### src/source/uart_cfg_pkg.sv
// link constants for a fixed 8N1 frame; bit period is fixed at build time, no runtime baud
package uart_cfg_pkg;

    // clocks in one bit period
    localparam int clks_per_bit = 16;

    // mid-bit sample offset
    localparam int half_bit = clks_per_bit / 2;

    // data bits per frame, LSB first
    localparam int data_bits = 8;

    // counter widths derived from the above
    localparam int cnt_w = $clog2(clks_per_bit);
    localparam int bit_cnt_w = $clog2(data_bits);

    typedef logic [data_bits-1:0] data_t;

endpackage
### src/source/uart_msg_pkg.sv
// message structs and FSM encodings shared by the UART blocks; no parity or break fields
package uart_msg_pkg;

    // byte just finished by the receiver
    typedef struct packed {
        uart_cfg_pkg::data_t data;
        logic                frame_err;
    } rx_frame_t;

    // message handed to the host
    typedef struct packed {
        uart_cfg_pkg::data_t data;
        logic                frame_err;
        logic                overrun;
    } rx_msg_t;

    typedef enum logic [1:0] {
        rx_idle      = 2'd0,
        rx_start_det = 2'd1,
        rx_receiving = 2'd2,
        rx_stop      = 2'd3
    } rx_state_e;

    typedef enum logic [1:0] {
        tx_idle      = 2'd0,
        tx_start_bit = 2'd1,
        tx_data_bit  = 2'd2,
        tx_stop_bit  = 2'd3
    } tx_state_e;

    // four-phase handshake progress
    typedef enum logic [1:0] {
        hs_idle     = 2'd0,
        hs_busy     = 2'd1,
        hs_ack_high = 2'd2,
        hs_wait_low = 2'd3
    } hs_state_e;

endpackage

### src/source/uart_top.sv
`timescale 1ns/1ps
// UART link top; fixed 8N1 at clks_per_bit clocks per bit, host keeps tx_data stable under tx_req
module uart_top (
    input  logic                  clk,
    input  logic                  rst_n,
    input  logic                  tx_req,
    input  uart_cfg_pkg::data_t   tx_data,
    output logic                  tx_ack,
    output logic                  rx_req,
    output uart_msg_pkg::rx_msg_t rx_msg,
    input  logic                  rx_ack,
    input  logic                  rx_line,
    output logic                  tx_line
);

    logic                    tx_start;
    logic                    tx_done;
    logic                    rx_valid;
    uart_msg_pkg::rx_frame_t rx_frame;

    uart_ctrl uart_ctrl_inst (
        .clk      (clk),
        .rst_n    (rst_n),
        .tx_req   (tx_req),
        .tx_ack   (tx_ack),
        .tx_start (tx_start),
        .tx_done  (tx_done),
        .rx_valid (rx_valid),
        .rx_frame (rx_frame),
        .rx_req   (rx_req),
        .rx_msg   (rx_msg),
        .rx_ack   (rx_ack)
    );

    // tx_data goes straight through, the host holds it for the whole request
    uart_tx uart_tx_inst (
        .clk      (clk),
        .rst_n    (rst_n),
        .tx_start (tx_start),
        .tx_data  (tx_data),
        .tx_line  (tx_line),
        .tx_done  (tx_done)
    );

    uart_rx uart_rx_inst (
        .clk      (clk),
        .rst_n    (rst_n),
        .rx_line  (rx_line),
        .rx_frame (rx_frame),
        .rx_valid (rx_valid)
    );

endmodule

### src/source/uart_ctrl.sv
`timescale 1ns/1ps
// host handshakes for the UART; holds a single receive message, later frames only set overrun
module uart_ctrl (
    input  logic                    clk,
    input  logic                    rst_n,
    input  logic                    tx_req,
    output logic                    tx_ack,
    output logic                    tx_start,
    input  logic                    tx_done,
    input  logic                    rx_valid,
    input  uart_msg_pkg::rx_frame_t rx_frame,
    output logic                    rx_req,
    output uart_msg_pkg::rx_msg_t   rx_msg,
    input  logic                    rx_ack
);

    uart_msg_pkg::hs_state_e tx_st;
    uart_msg_pkg::hs_state_e rx_st;
    logic                    overrun_q;
    logic                    rx_load;

    assign tx_ack  = (tx_st == uart_msg_pkg::hs_ack_high);
    assign rx_req  = (rx_st == uart_msg_pkg::hs_busy);

    // a frame is kept only when nothing is held
    assign rx_load = rx_valid && (rx_st == uart_msg_pkg::hs_idle);

    // transmit side
    always_ff @(posedge clk or negedge rst_n) begin
        if (!rst_n) begin
            tx_st    <= uart_msg_pkg::hs_idle;
            tx_start <= 1'b0;
        end else begin
            tx_start <= 1'b0;
            case (tx_st)
                uart_msg_pkg::hs_idle: begin
                    if (tx_req) begin
                        tx_start <= 1'b1;
                        tx_st    <= uart_msg_pkg::hs_busy;
                    end
                end

                uart_msg_pkg::hs_busy: begin
                    // stop bit has fully left the line
                    if (tx_done) begin
                        tx_st <= uart_msg_pkg::hs_ack_high;
                    end
                end

                uart_msg_pkg::hs_ack_high: begin
                    if (!tx_req) begin
                        tx_st <= uart_msg_pkg::hs_wait_low;
                    end
                end

                uart_msg_pkg::hs_wait_low: begin
                    // ack low for one cycle before a new request is taken
                    tx_st <= uart_msg_pkg::hs_idle;
                end

                default: begin
                    tx_st <= uart_msg_pkg::hs_idle;
                end
            endcase
        end
    end

    // receive side
    always_ff @(posedge clk or negedge rst_n) begin
        if (!rst_n) begin
            rx_st     <= uart_msg_pkg::hs_idle;
            overrun_q <= 1'b0;
        end else begin
            if (rx_load) begin
                overrun_q <= 1'b0;
            end else if (rx_valid) begin
                // dropped frame, reported with the next delivery
                overrun_q <= 1'b1;
            end

            case (rx_st)
                uart_msg_pkg::hs_idle: begin
                    if (rx_valid) begin
                        rx_st <= uart_msg_pkg::hs_busy;
                    end
                end

                uart_msg_pkg::hs_busy: begin
                    if (rx_ack) begin
                        rx_st <= uart_msg_pkg::hs_ack_high;
                    end
                end

                uart_msg_pkg::hs_ack_high: begin
                    if (!rx_ack) begin
                        rx_st <= uart_msg_pkg::hs_idle;
                    end
                end

                default: begin
                    rx_st <= uart_msg_pkg::hs_idle;
                end
            endcase
        end
    end

    // held message, stable while rx_req is high
    always_ff @(posedge clk) begin
        if (rx_load) begin
            rx_msg.data      <= rx_frame.data;
            rx_msg.frame_err <= rx_frame.frame_err;
            rx_msg.overrun   <= overrun_q;
        end
    end

endmodule

### src/source/uart_tx.sv
`timescale 1ns/1ps
// 8N1 transmitter; tx_start is only honoured while idle and tx_data is taken on that cycle
module uart_tx (
    input  logic                clk,
    input  logic                rst_n,
    input  logic                tx_start,
    input  uart_cfg_pkg::data_t tx_data,
    output logic                tx_line,
    output logic                tx_done
);

    uart_msg_pkg::tx_state_e             state;
    logic [uart_cfg_pkg::cnt_w-1:0]      baud_cnt;
    logic [uart_cfg_pkg::bit_cnt_w-1:0]  bit_cnt;
    uart_cfg_pkg::data_t                 shift_reg;
    logic                                bit_end;
    logic                                load;

    assign bit_end = (baud_cnt == uart_cfg_pkg::clks_per_bit - 1);
    assign load    = (state == uart_msg_pkg::tx_idle) && tx_start;

    // last cycle of the stop bit
    assign tx_done = (state == uart_msg_pkg::tx_stop_bit) && bit_end;

    always_ff @(posedge clk or negedge rst_n) begin
        if (!rst_n) begin
            state    <= uart_msg_pkg::tx_idle;
            baud_cnt <= '0;
            bit_cnt  <= '0;
            tx_line  <= 1'b1;
        end else begin
            case (state)
                uart_msg_pkg::tx_idle: begin
                    baud_cnt <= '0;
                    bit_cnt  <= '0;
                    if (tx_start) begin
                        tx_line <= 1'b0;
                        state   <= uart_msg_pkg::tx_start_bit;
                    end
                end

                uart_msg_pkg::tx_start_bit: begin
                    if (bit_end) begin
                        baud_cnt <= '0;
                        tx_line  <= shift_reg[0];
                        state    <= uart_msg_pkg::tx_data_bit;
                    end else begin
                        baud_cnt <= baud_cnt + 1'b1;
                    end
                end

                uart_msg_pkg::tx_data_bit: begin
                    if (bit_end) begin
                        baud_cnt <= '0;
                        if (bit_cnt == uart_cfg_pkg::data_bits - 1) begin
                            tx_line <= 1'b1;
                            state   <= uart_msg_pkg::tx_stop_bit;
                        end else begin
                            // next bit is the one about to shift into position 0
                            tx_line <= shift_reg[1];
                            bit_cnt <= bit_cnt + 1'b1;
                        end
                    end else begin
                        baud_cnt <= baud_cnt + 1'b1;
                    end
                end

                uart_msg_pkg::tx_stop_bit: begin
                    if (bit_end) begin
                        baud_cnt <= '0;
                        state    <= uart_msg_pkg::tx_idle;
                    end else begin
                        baud_cnt <= baud_cnt + 1'b1;
                    end
                end

                default: begin
                    tx_line <= 1'b1;
                    state   <= uart_msg_pkg::tx_idle;
                end
            endcase
        end
    end

    always_ff @(posedge clk) begin
        if (load) begin
            shift_reg <= tx_data;
        end else if (state == uart_msg_pkg::tx_data_bit && bit_end) begin
            shift_reg <= shift_reg >> 1;
        end
    end

endmodule

### src/source/uart_rx.sv
`timescale 1ns/1ps
// 8N1 receiver without oversampling; rx_line may be asynchronous, start must hold to mid-bit
module uart_rx (
    input  logic                    clk,
    input  logic                    rst_n,
    input  logic                    rx_line,
    output uart_msg_pkg::rx_frame_t rx_frame,
    output logic                    rx_valid
);

    logic                                rx_meta;
    logic                                rx_sync;
    uart_msg_pkg::rx_state_e             state;
    logic [uart_cfg_pkg::cnt_w-1:0]      baud_cnt;
    logic [uart_cfg_pkg::bit_cnt_w-1:0]  bit_cnt;
    uart_cfg_pkg::data_t                 shift_reg;
    logic                                bit_end;
    logic                                start_mid;

    // one full bit period from the last sample point
    assign bit_end = (baud_cnt == uart_cfg_pkg::clks_per_bit - 1);
    // middle of the start bit, counted from the falling edge
    assign start_mid = (baud_cnt == uart_cfg_pkg::half_bit - 1);

    always_ff @(posedge clk or negedge rst_n) begin
        if (!rst_n) begin
            rx_meta  <= 1'b1;
            rx_sync  <= 1'b1;
            state    <= uart_msg_pkg::rx_idle;
            baud_cnt <= '0;
            bit_cnt  <= '0;
            rx_valid <= 1'b0;
        end else begin
            rx_meta  <= rx_line;
            rx_sync  <= rx_meta;
            rx_valid <= 1'b0;

            case (state)
                uart_msg_pkg::rx_idle: begin
                    baud_cnt <= '0;
                    bit_cnt  <= '0;
                    if (!rx_sync) begin
                        state <= uart_msg_pkg::rx_start_det;
                    end
                end

                uart_msg_pkg::rx_start_det: begin
                    if (start_mid) begin
                        baud_cnt <= '0;
                        // line back high means a glitch, not a start bit
                        if (rx_sync) begin
                            state <= uart_msg_pkg::rx_idle;
                        end else begin
                            state <= uart_msg_pkg::rx_receiving;
                        end
                    end else begin
                        baud_cnt <= baud_cnt + 1'b1;
                    end
                end

                uart_msg_pkg::rx_receiving: begin
                    if (bit_end) begin
                        baud_cnt <= '0;
                        if (bit_cnt == uart_cfg_pkg::data_bits - 1) begin
                            state <= uart_msg_pkg::rx_stop;
                        end else begin
                            bit_cnt <= bit_cnt + 1'b1;
                        end
                    end else begin
                        baud_cnt <= baud_cnt + 1'b1;
                    end
                end

                uart_msg_pkg::rx_stop: begin
                    if (bit_end) begin
                        baud_cnt <= '0;
                        rx_valid <= 1'b1;
                        state    <= uart_msg_pkg::rx_idle;
                    end else begin
                        baud_cnt <= baud_cnt + 1'b1;
                    end
                end

                default: begin
                    state <= uart_msg_pkg::rx_idle;
                end
            endcase
        end
    end

    // data arrives LSB first
    always_ff @(posedge clk) begin
        if (state == uart_msg_pkg::rx_receiving && bit_end) begin
            shift_reg <= {rx_sync, shift_reg[uart_cfg_pkg::data_bits-1:1]};
        end
    end

    // byte is kept even when the stop bit is low
    always_ff @(posedge clk) begin
        if (state == uart_msg_pkg::rx_stop && bit_end) begin
            rx_frame.data      <= shift_reg;
            rx_frame.frame_err <= ~rx_sync;
        end
    end

endmodule

### config.mk
export PLATFORM = sky130hd
export DESIGN_NAME = uart_top
export DESIGN_NICKNAME = d
export VERILOG_FILES = /design/src/source/uart_cfg_pkg.sv /design/src/source/uart_msg_pkg.sv /design/src/source/uart_top.sv /design/src/source/uart_ctrl.sv /design/src/source/uart_tx.sv /design/src/source/uart_rx.sv
export SDC_FILE = /design/constraint.sdc
export NUM_CORES = 1
export LEC_CHECK = 0
export BUFFER_PORTS_ARGS = -buffer_cell sky130_fd_sc_hd__buf_2
export CORE_MARGIN = 2
export CORE_UTILIZATION = 41
export DETAILED_ROUTE_END_ITERATION = 12
export GPL_ROUTABILITY_DRIVEN = 0
export PLACE_DENSITY = 0.55
export SETUP_SLACK_MARGIN = 0.05
export SLEW_MARGIN = 20
export SYNTH_ARGS = -nofsm -noshare
export SYNTH_HDL_FRONTEND = slang
export SYNTH_HIERARCHICAL = 1
export SYNTH_SLANG_ARGS = --single-unit
### constraint.sdc
create_clock -name clk -period 2 [get_ports clk]
set_input_delay 0.4 -clock clk [delete_from_list [all_inputs] [get_ports clk]]
set_output_delay 0.4 -clock clk [all_outputs]
set_load 0.03 [all_outputs]
; ---- Word level (Yosys, flattened, before mapping)
; Cells that the tools add are included.
[totals]
reg_bits = 63
output_inout_bits = 13
elab_cells = 129
[classes]
add_sub_neg = 4
n_eq_ne = 34
n_mux = 45
bitwise = 1
n_reduce_logical = 24
[ops]
columns = operator, count
row1 = 2-bit two-way mux, 17
row2 = 2-bit one-hot mux with 4 select lines, 3
row3 = "2-bit by 1-bit != test with 1-bit output, second input constant", 10
row4 = 8-bit two-way mux, 2
row5 = "2-bit != test, second input constant", 8
row6 = "2-bit == test, second input constant", 7
row7 = 3-bit two-way mux, 4
row8 = 4-bit two-way mux, 3
row9 = 3-bit one-hot mux with 2 select lines, 2
row10 = 4-bit one-hot mux with 3 select lines, 1
row11 = 3-bit AND reduction, 4
row12 = 1-bit two-way mux, 10
row13 = 5-bit AND reduction, 2
row14 = "4-bit by 1-bit adder with 4-bit output, second input constant", 2
row15 = "2-bit by 1-bit == test with 1-bit output, second input constant", 4
row16 = "4-bit == test, second input constant", 2
row17 = 2-bit zero test, 4
row18 = 4-bit one-hot mux with 2 select lines, 1
row19 = 2-bit nonzero test, 4
row20 = "3-bit by 1-bit adder with 3-bit output, second input constant", 2
row21 = "3-bit == test, second input constant", 2
row22 = 1-bit logical AND, 6
row23 = 2-bit one-hot mux with 3 select lines, 1
row24 = "4-bit by 3-bit == test with 1-bit output, second input constant", 1
row25 = 6 further kinds, 6

; ---- Logic depth before layout (Yosys ltp)
; Gate-level depths: netlist of the first run.
[depth]
depth_word = 4
mapped_depth = 7
mapped_depth_nobuf = 6

; ---- Hierarchy
; The synthesis of the first run kept the hierarchy.
[modules_own_cells]
columns = module, n_inst, cells_per_inst, area_per_inst_um2
row1 = uart_rx, 1, 75, 1102.3
row2 = uart_tx, 1, 77, 987.2
row3 = uart_ctrl, 1, 42, 649.4

; ---- Worst setup path before layout of the first run
; No wires, ideal clock.
[synth_timing]
path_kind = register -> register
startpoint = register uart_tx_inst/baud_cnt[0] (netlist bit)
endpoint = register uart_ctrl_inst.tx_st[1]
setup_ps = 125
t_arrival_ps = 1681
setup_slack_ps = 194
path_stages_with_launch = 8
path_cell_list = dfrtp_1 > ha_1 > and3_1 > buf_6 > and2_1 > or2b_4 > nand3_2 > mux2_4
[synth_via]
elab_chain_len = 4
[synth_lines]
columns = element, line_no
row1 = from (decl), uart_tx.sv:13  ; logic [uart_cfg_pkg::cnt_w-1:0] baud_cnt;
row2 = from (signal assigned), uart_tx.sv:48  ; baud_cnt <= baud_cnt + 1'b1;
row3 = from (signal assigned), uart_tx.sv:64  ; baud_cnt <= baud_cnt + 1'b1;
row4 = from (signal assigned), uart_tx.sv:73  ; baud_cnt <= baud_cnt + 1'b1;
row5 = 4-bit == test, uart_tx.sv:19  ; assign bit_end = (baud_cnt == uart_cfg_pkg::clks_per_bit - 1);
row6 = 1-bit logical AND, uart_tx.sv:23  ; assign tx_done = (state == uart_msg_pkg::tx_stop_bit) && bit_end;
row7 = via tx_done, uart_top.sv:17  ; logic tx_done;
row8 = 2-bit != test (no line), n/a
row9 = 3-bit AND reduction (no line), n/a
row10 = to (signal assigned), uart_ctrl.sv:52  ; tx_st <= uart_msg_pkg::hs_wait_low;
row11 = to (signal assigned), uart_ctrl.sv:58  ; tx_st <= uart_msg_pkg::hs_idle;
row12 = to (signal assigned), uart_ctrl.sv:62  ; tx_st <= uart_msg_pkg::hs_idle;
row13 = to (decl), uart_ctrl.sv:17  ; uart_msg_pkg::hs_state_e tx_st;
; The timed path passes the listed nets, and every way through them passes these cells.
; A chain may end at the register's enable or synchronous reset.

; ---- Final worst setup path of the first run
[layout_timing]
startpoint = register uart_tx_inst.state[0]
endpoint = register uart_tx_inst.shift_reg[4], data pin
[layout_via]
elab_chain_len = 3
[layout_lines]
columns = element, line_no
row1 = from (decl), uart_tx.sv:12  ; uart_msg_pkg::tx_state_e state;
row2 = from (signal assigned), uart_tx.sv:27  ; state <= uart_msg_pkg::tx_idle;
row3 = from (signal assigned), uart_tx.sv:38  ; state <= uart_msg_pkg::tx_start_bit;
row4 = from (signal assigned), uart_tx.sv:46  ; state <= uart_msg_pkg::tx_data_bit;
row5 = 2-bit zero test, uart_tx.sv:20  ; assign load = (state == uart_msg_pkg::tx_idle) && tx_start;
row6 = 1-bit logical AND, uart_tx.sv:20
row7 = 8-bit two-way mux, uart_tx.sv:86  ; if (load) begin
row8 = to (signal assigned), uart_tx.sv:87  ; shift_reg <= tx_data;
row9 = to (signal assigned), uart_tx.sv:89  ; shift_reg <= shift_reg >> 1;
row10 = to (decl), uart_tx.sv:15  ; uart_cfg_pkg::data_t shift_reg;
; Every way passes these cells.

==> results.env, run 1 <==
TOTAL_OF_FLIP_FLOPS_PLUS_LATCHES_AFTER_SYNTHESIS=63
CRITPATHCAPTURETYPE='flop'
TRITONCTS='built'
CELLINTERNALPOWER_mW=2.97
CTS_ROOT_BUFFER='sky130_fd_sc_hd__clkbuf_8'
STD_CELL_ROWS=29
SEQUENTIALPOWERSHARE_PCT=42.4
FIN_TNS_SETUP_NS=0
DIE_WIDTH_UM=85.7
INITIALDRTVIOLATIONCOUNT=74
POST_DRT_VIA_CELL_RATIO=4.93
IO_PINS=26
SYNTH.DISTINCT_CELLS=47
ANTENNA_VIOLATING_NETS_POST_ROUTE=0
CLOCK_EDGE_TRANSITION_AT_THE_REGISTERS_ON_THE_REPORTED_SETUP_AND_HOLD_PATHS_NS=0.07
SYN_AVG_CELL_AREA_UM2=14.1
MOSTFREQUENTLAYOUTCELL='sky130_fd_sc_hd__edfxtp_1'
DESIGN.FINAL.NETS=258
TIMING.FINAL.SETUP_VIOLATIONS=0
CRITICAL_PATH_ARRIVAL_NS=1.84
HOLD_CLASS='primary input to asynchronous set/reset pin'
ASYNC_SET_RESET_FLOP_SHARE_OUT_OF_SYNTHESIS_PCT=44.4
CRIT_PATH_START_KIND='flop'
POWER_PER_CELL_AREA_mW_PER_MM2=1360
REMAINING_DRC_ERRORS=2
PIN_COUNT_OF_THE_BIGGEST_NET_ENTERING_GLOBAL_ROUTING=29
SYNTH_ENABLE_FLOP_CELLS=35
POWER_LEAKAGE_nW=1.34
LAYOUT_COMMON_CELLS='35 x sky130_fd_sc_hd__edfxtp_1, 25 x sky130_fd_sc_hd__buf_2, 25 x sky130_fd_sc_hd__dfrtp_1'
POST_CTS_BUFFERS=0
PEAKVDDDROP_V=0.000955
CP_TOP_FAMILY='flip-flops'
FIRST_GLOBAL_VIAS=1527
RSZ0062_AT_GRT='false'
TIMING.CRITICAL_PATH.BUF_INV=1
FAILED_CHECKS='design-rule violations'
NETSWITCHINGFRACTION_PCT=31.5
TIMING_HOLD_VIOLATIONS_FINAL=0
CTS_HTREE_LEVELS=3
FILLER_CELL_COUNT_IN_THE_FINAL_LAYOUT=567
FINAL_UTIL_PCT=49.5
CTS.SINKS=63
OUTCOME='complete, but fails checks'
CRIT_PATH_CELL_TRACE='inv_1 -> ha_1 -> nand2_1 -> mux2_2'
SYNTH_FP_NETS=222
CRITICAL_PATH_PEAK_FANOUT=9
CRIT_PATH_MAX_INCR_DELAY_NS=0.40
TIGHTEST_PIN_TRANSITION_NS=0.664
PLACE_HPWL_UM=2720
CRIT_PATH_TIME_FINAL_NS=1.76
DIE-HEIGHT_UM=85.7
GRT_ANTENNA_BEFORE_REPAIR=0
SLOWEST_STAGE_CELL_CRIT_PATH='sky130_fd_sc_hd__dfrtp_1'
YS.WARNINGS.COUNT=6
CRITPATHKIND='flop to flop'
SYN_AREA_MM2=0.00274
MAX_SLEW_MARGIN_PCT=55.7
DIEAREA_MM2=0.00735
MAX-CAP-VIOLATIONS=0
TIMING.FINAL.CRIT_SHARE_PCT=87.8
SYNTHCELLS=194
TRITONCTS.NUM_BUFFERS=9
REGISTERS.TOP_BY_FF_COUNT='uart_ctrl_inst/rx_msg'
DRIVE_GT1_SHARE_PCT=29.8
START_UTIL_PCT=42.6
TOTAL_SWITCHING_POWER_mW=1.37
PORT_BUFFERS=25
DR_TOTAL_VIAS=1537
P_CLK_SHARE_PCT=27.3
FP.COREAREA_MM2=0.00642
GRT_FIRST_PASS_WIRELENGTH_UM=6890
TOP_REGS='uart_ctrl_inst/rx_msg (10), uart_rx_inst/rx_frame (9)'
LARGEST_REG_FLOPS=10
OVERFLOW=0
YOSYS_MOST_USED_DFF='sky130_fd_sc_hd__edfxtp_1'
AREA_GROWTH_PCT=16.1
PLACED_CELL_AREA_MM2=0.00297
DETAIL_ROUTE.FIRST_PASS.ITERATIONS=8
CRITICAL_PATH_REQUIRED_NS=2.09
CTSLONGESTPATHBUFFERS=2
MAXSLEWVIOLCOUNT=0
P_COMB_SHARE_PCT=30.3
LAYOUT.CELL_AREA.NON_FILLER_MM2=0.00318
ROUTEDWLPERCELL_UM=13.0
WORST_SKEW_PAIR.LATE_LATENCY_NS=0.33
TOTAL_GLOBAL_ROUTE_TRACK_USAGE_PCT=12.3
FIN_WORST_SKEW_NS=0.00684
SYNTH_SEQ_AREA_SHARE_PCT=64.1
CLOCK.FMAX_MHz=569
FINALWIRELENGTH_UM=4060
DIODES=0
cells by family after synthesis:
group	count (synthesis)	synth area share [%]
DFF	63	64.1
muxes	13	5.66
and+or+nand+nor	60	12.3
xor gates and xnor gates	2	0.640
adders and majority gates	15	6.85
buffers and inverters	15	2.42
AOI/OAI and AO/OA	26	7.99
cell usage after synthesis (4+ instances only):
master | n | area share (%)
sky130_fd_sc_hd__nand2b_1 | 4 | 0.91
sky130_fd_sc_hd__a21oi_1 | 6 | 1.1
sky130_fd_sc_hd__ha_1 | 15 | 6.9
sky130_fd_sc_hd__nand2_1 | 15 | 2.1
sky130_fd_sc_hd__inv_1 | 11 | 1.5
sky130_fd_sc_hd__nor2_1 | 8 | 1.1
sky130_fd_sc_hd__nor2b_1 | 6 | 1.4
sky130_fd_sc_hd__mux2_2 | 8 | 3.3
sky130_fd_sc_hd__nand3_1 | 5 | 0.91
sky130_fd_sc_hd__dfrtp_1 | 25 | 23
sky130_fd_sc_hd__edfxtp_1 | 35 | 38
power by group through the flow:
stage          Sequential [mW]  Clock, mW  Combinational (mW)
6_report                  1.84       1.18                1.31
5_1_grt                   1.88       1.27                1.47
4_1_cts                   1.84       1.21                1.33
3_5_place_dp              1.87          0                1.32
3_3_place_gp              1.87          0                1.31
2_1_floorplan             1.82          0                1.08
metrics by stage:
stage	std cells	worst slack, ns	power, mW	hold slack (ns)
2_1_floorplan	194	0.194	2.91	0.104
3_3_place_gp	296	0.214	3.17	0.347
3_5_place_dp	296	0.152	3.19	0.348
4_1_cts	312	0.140	4.38	0.114
5_1_grt	312	0.101	4.62	0.140
6_report	312	0.243	4.34	0.0911
what timing repair did:
item | CTS | global route
endpoints found under the setup margin | 0 | 8
hold buffers | 0 | 0
resized for setup | 0 | 1
area by class of cell:
class	count	area, µm²	area share [%]
Sequential cell	63	1760	55.2
Multi-Input combinational cell	116	920	28.9
Timing Repair Buffer	29	155	4.88
Clock buffer	10	128	4.01
Tap cell	77	96.3	3.03
Clock inverter	6	85.1	2.68
Inverter	11	41.3	1.30
layer usage:
metal / global-route usage, % / vias to the layer above / wire length (µm)
met2: 17.8 / 28 / 1770
met5: 0 / - / 0
li1: - / 772 / -
met1: 16.5 / 731 / 2070
met4: 6.06 / 0 / 73
met3: 4.33 / 6 / 145
final timing paths:
check	start	end	slack, ns	cells after the start
setup / recovery	uart_tx_inst/state[0]	uart_tx_inst/shift_reg[4]	0.24	4
min in group clk	rx_line	uart_rx_inst/rx_meta	0.17	1
max in group asynchronous	rst_n	asynchronous set/reset pin	1.47	1
hold / removal	rst_n	uart_tx_inst/bit_cnt[2]	0.09	1
hold reg to reg	uart_rx_inst/rx_meta	uart_rx_inst/rx_sync	0.36	0
setup reg to reg	uart_tx_inst/state[0]	uart_tx_inst/shift_reg[4]	0.24	4
Note: power is estimated with default switching activity, not from simulation.
==> run 2, diff against run 1 <==
Settings changed: CORE_UTILIZATION 41 to 58, PLACE_DENSITY 0.55 to 0.74.
==> run 2 against run 1 <==
Effect of this change:
- the run now ends clean
- sequential power is essentially flat
- first-iteration DRC count is 32% higher
- largest power group unchanged
- wire length increased by 5.3%
- sequential share of layout area rose by 0.90 points
- clock power decreased by 10%
- cell area shrank 1.6%
- worst hold slack lost 0.0020 ns
- worst setup slack got worse by 0.0011 ns
- total power decreased by 2.1%
==> results.env, run 2 (same netlist as run 1, synthesis figures left out) <==
CTSLONGESTPATHBUFFERS=2  # unchanged
TOTAL_SWITCHING_POWER_mW=1.40  # +2.8%
CRITPATHKIND='flop to flop'
FP.COREAREA_MM2=0.00463  # -28%
TRITONCTS.NUM_BUFFERS=9  # unchanged
POST_CTS_BUFFERS=0  # unchanged
FIN_TNS_SETUP_NS=0  # unchanged
FF2FF_SETUP_SLACK_NS=0.24  # about the same
HOLD_CLASS='primary input to asynchronous set/reset pin'
P_COMB_SHARE_PCT=30.8  # +0.5 points
TRITONCTS='built'
CRITICAL_PATH_ARRIVAL_NS=1.84  # about the same
FILLER_CELL_COUNT_IN_THE_FINAL_LAYOUT=333  # -41%
FIRST_GLOBAL_VIAS=1563  # +2.4%
CLOCK_EDGE_TRANSITION_AT_THE_REGISTERS_ON_THE_REPORTED_SETUP_AND_HOLD_PATHS_NS=0.07  # about the same
AREA_GROWTH_PCT=14.3
DIE-HEIGHT_UM=72.7  # -15%
GRT_FIRST_PASS_WIRELENGTH_UM=6980  # +1.4%
RSZ0062_AT_GRT='false'
MULTI_INPUT_LOGIC_AREA_UM2=920  # unchanged
REMAINING_DRC_ERRORS=0  # -2
DIEAREA_MM2=0.00529  # -28%
DESIGN.FINAL.NETS=257  # -0.39%
FIN_WORST_SKEW_NS=0.00654  # -0.000297 ns
INSTANCES_NO_FILL=288  # -7.7%
LARGEST_REG_FLOPS=10  # unchanged
STD_CELL_ROWS=25  # -14%
TIGHTEST_PIN_TRANSITION_NS=0.643  # -0.0209 ns
IO_PINS=26  # unchanged
CRIT-REG2REG-CAPTURE='uart_tx_inst/shift_reg[4]'
P_CLK_SHARE_PCT=25.1  # -2.2 points
DRIVE_GT1_SHARE_PCT=29.9  # +0.13 points
CRITICAL_PATH.REG2REG.STARTPOINT='uart_tx_inst/state[0]'
CRITPATHCAPTURETYPE='flop'
CTS-RESIZED-GATES=0  # unchanged
HOLD_BUFFERS=0  # unchanged
WORST_SETUP_PATH_STARTPOINT='uart_tx_inst/state[0]'
MOSTFREQUENTLAYOUTCELL='sky130_fd_sc_hd__edfxtp_1'
CRIT_PATH_TIME_FINAL_NS=1.76  # +0.00107 ns
RR_WORST_DEPTH=4  # unchanged
ANTENNA_VIOLATING_NETS_POST_ROUTE=0  # unchanged
LAYOUT_COMMON_CELLS='35 x sky130_fd_sc_hd__edfxtp_1, 25 x sky130_fd_sc_hd__buf_2, 25 x sky130_fd_sc_hd__dfrtp_1'
WORST_SKEW_PAIR.LATE_LATENCY_NS=0.33  # about the same
MAX_SLEW_MARGIN_PCT=57.1  # +1.4 points
SEQUENTIALPOWERSHARE_PCT=44.1  # +1.7 points
WORSTSETUPENDPOINT='uart_tx_inst/shift_reg[4]'
CRITICAL_PATH_PEAK_FANOUT=9  # unchanged
OVERFLOW=0  # unchanged
DIE_WIDTH_UM=72.7  # -15%
DETAIL_ROUTE.FIRST_PASS.ITERATIONS=4  # -4
TIMING_HOLD_VIOLATIONS_FINAL=0  # unchanged
FINALWIRELENGTH_UM=4270  # +5.3%
SEQUENTIAL_CELL_AREA_MM2=0.00176  # unchanged
CRIT_PATH_START_KIND='flop'
MAX-CAP-VIOLATIONS=0  # unchanged
CLOCK.FMAX_MHz=569  # about the same
CELLINTERNALPOWER_mW=2.84  # -4.3%
OUTCOME='finished, final reports clean'
TIMING.FINAL.CRIT_SHARE_PCT=87.9  # about the same
POST_DRT_VIA_CELL_RATIO=5.46  # +11%
DR_TOTAL_VIAS=1572  # +2.3%
CTS.SINKS=63  # unchanged
GRT_ANTENNA_BEFORE_REPAIR=0  # unchanged
PEAKVDDDROP_V=0.000684  # -28%
PORT_BUFFERS=25  # unchanged
PLACE_HPWL_UM=3050  # +12%
CRITICAL_PATH_REQUIRED_NS=2.08  # about the same
CTS_ROOT_BUFFER='sky130_fd_sc_hd__clkbuf_8'
CELL_COUNT_AFTER_PLACEMENT=272  # -8.1%
REGISTERS.TOP_BY_FF_COUNT='uart_ctrl_inst/rx_msg'
TOTAL_GLOBAL_ROUTE_TRACK_USAGE_PCT=18.2  # +5.9 points
NETSWITCHINGFRACTION_PCT=33.1  # +1.6 points
INITIALDRTVIOLATIONCOUNT=98  # +32%
POWER_LEAKAGE_nW=1.34  # -0.57%
START_UTIL_PCT=59.2  # +17 points
TOP_REGS='uart_ctrl_inst/rx_msg (10), uart_rx_inst/rx_frame (9)'
TIMING.FINAL.SETUP_VIOLATIONS=0  # unchanged
POWER_PER_CELL_AREA_mW_PER_MM2=1360  # -0.49%
CTS_HTREE_LEVELS=3  # unchanged
PIN_COUNT_OF_THE_BIGGEST_NET_ENTERING_GLOBAL_ROUTING=29  # unchanged
TOTAL_POWER_AFTER_LAYOUT_mW=4.24  # -2.1%
ROUTEDWLPERCELL_UM=14.8  # +14%
MAXSLEWVIOLCOUNT=0  # unchanged
DIODES=0  # unchanged
==> run 2: worst min-delay path by stage <==
stage / cells after the start / slack (ns) / from / to
after global placement: 0 / 0.35 / uart_rx_inst/rx_meta / uart_rx_inst/rx_sync
after floorplan: 0 / 0.10 / rst_n / uart_ctrl_inst/overrun_q
final: 1 / 0.09 / rst_n / uart_tx_inst/baud_cnt[1]
after global routing: 1 / 0.13 / rst_n / uart_tx_inst/baud_cnt[3]
after CTS: 1 / 0.1 / rst_n / uart_rx_inst/baud_cnt[3]
after detailed placement: 0 / 0.35 / uart_rx_inst/rx_meta / uart_rx_inst/rx_sync
==> run 2: area by class of cell <==
type	count	share of cell area, %
repair buffers	28	4.72
clock inverters	7	2.36
clock buffers	9	3.96
flip-flops and latches	63	56.1
well taps	54	2.16
inverters	11	1.32
multi-input cells	116	29.4
==> run 2: power by group through the flow <==
stage	combinational (mW)	clock, mW	sequential (mW)
global placement	1.21	0	1.86
floorplan	1.08	0	1.82
global route	1.45	1.15	1.91
detailed placement	1.31	0	1.89
finish	1.31	1.06	1.87
CTS	1.32	1.10	1.87
==> run 2: layer usage <==
layer / vias to the layer above / track usage, % / part of all wire [%]
li1: 775 / - / -
met1: 754 / 22.9 / 46
met2: 33 / 27.3 / 47
met3: 10 / 5.25 / 4.5
met4: 0 / 12.1 / 2.5
met5: - / 0 / 0
==> run 2: critical path, stage by stage, from the launching register on <==
cell and delay [ns]:
sky130_fd_sc_hd__dfrtp_1 0.40, sky130_fd_sc_hd__inv_1 0.14, sky130_fd_sc_hd__ha_1 0.34, sky130_fd_sc_hd__nand2_1 0.28, sky130_fd_sc_hd__mux2_2 0.35
==> run 2: per-stage QoR <==
stage	hold slack [ns]	cell area (µm²)	setup WS (ns)	utilization (%)
5_1_grt	0.135	3130	0.0992	67.6
6_report	0.0891	3130	0.242	67.6
3_3_place_gp	0.345	2930	0.302	63.3
3_5_place_dp	0.349	2930	0.171	63.3
4_1_cts	0.0994	3130	0.172	67.5
2_1_floorplan	0.104	2740	0.194	-
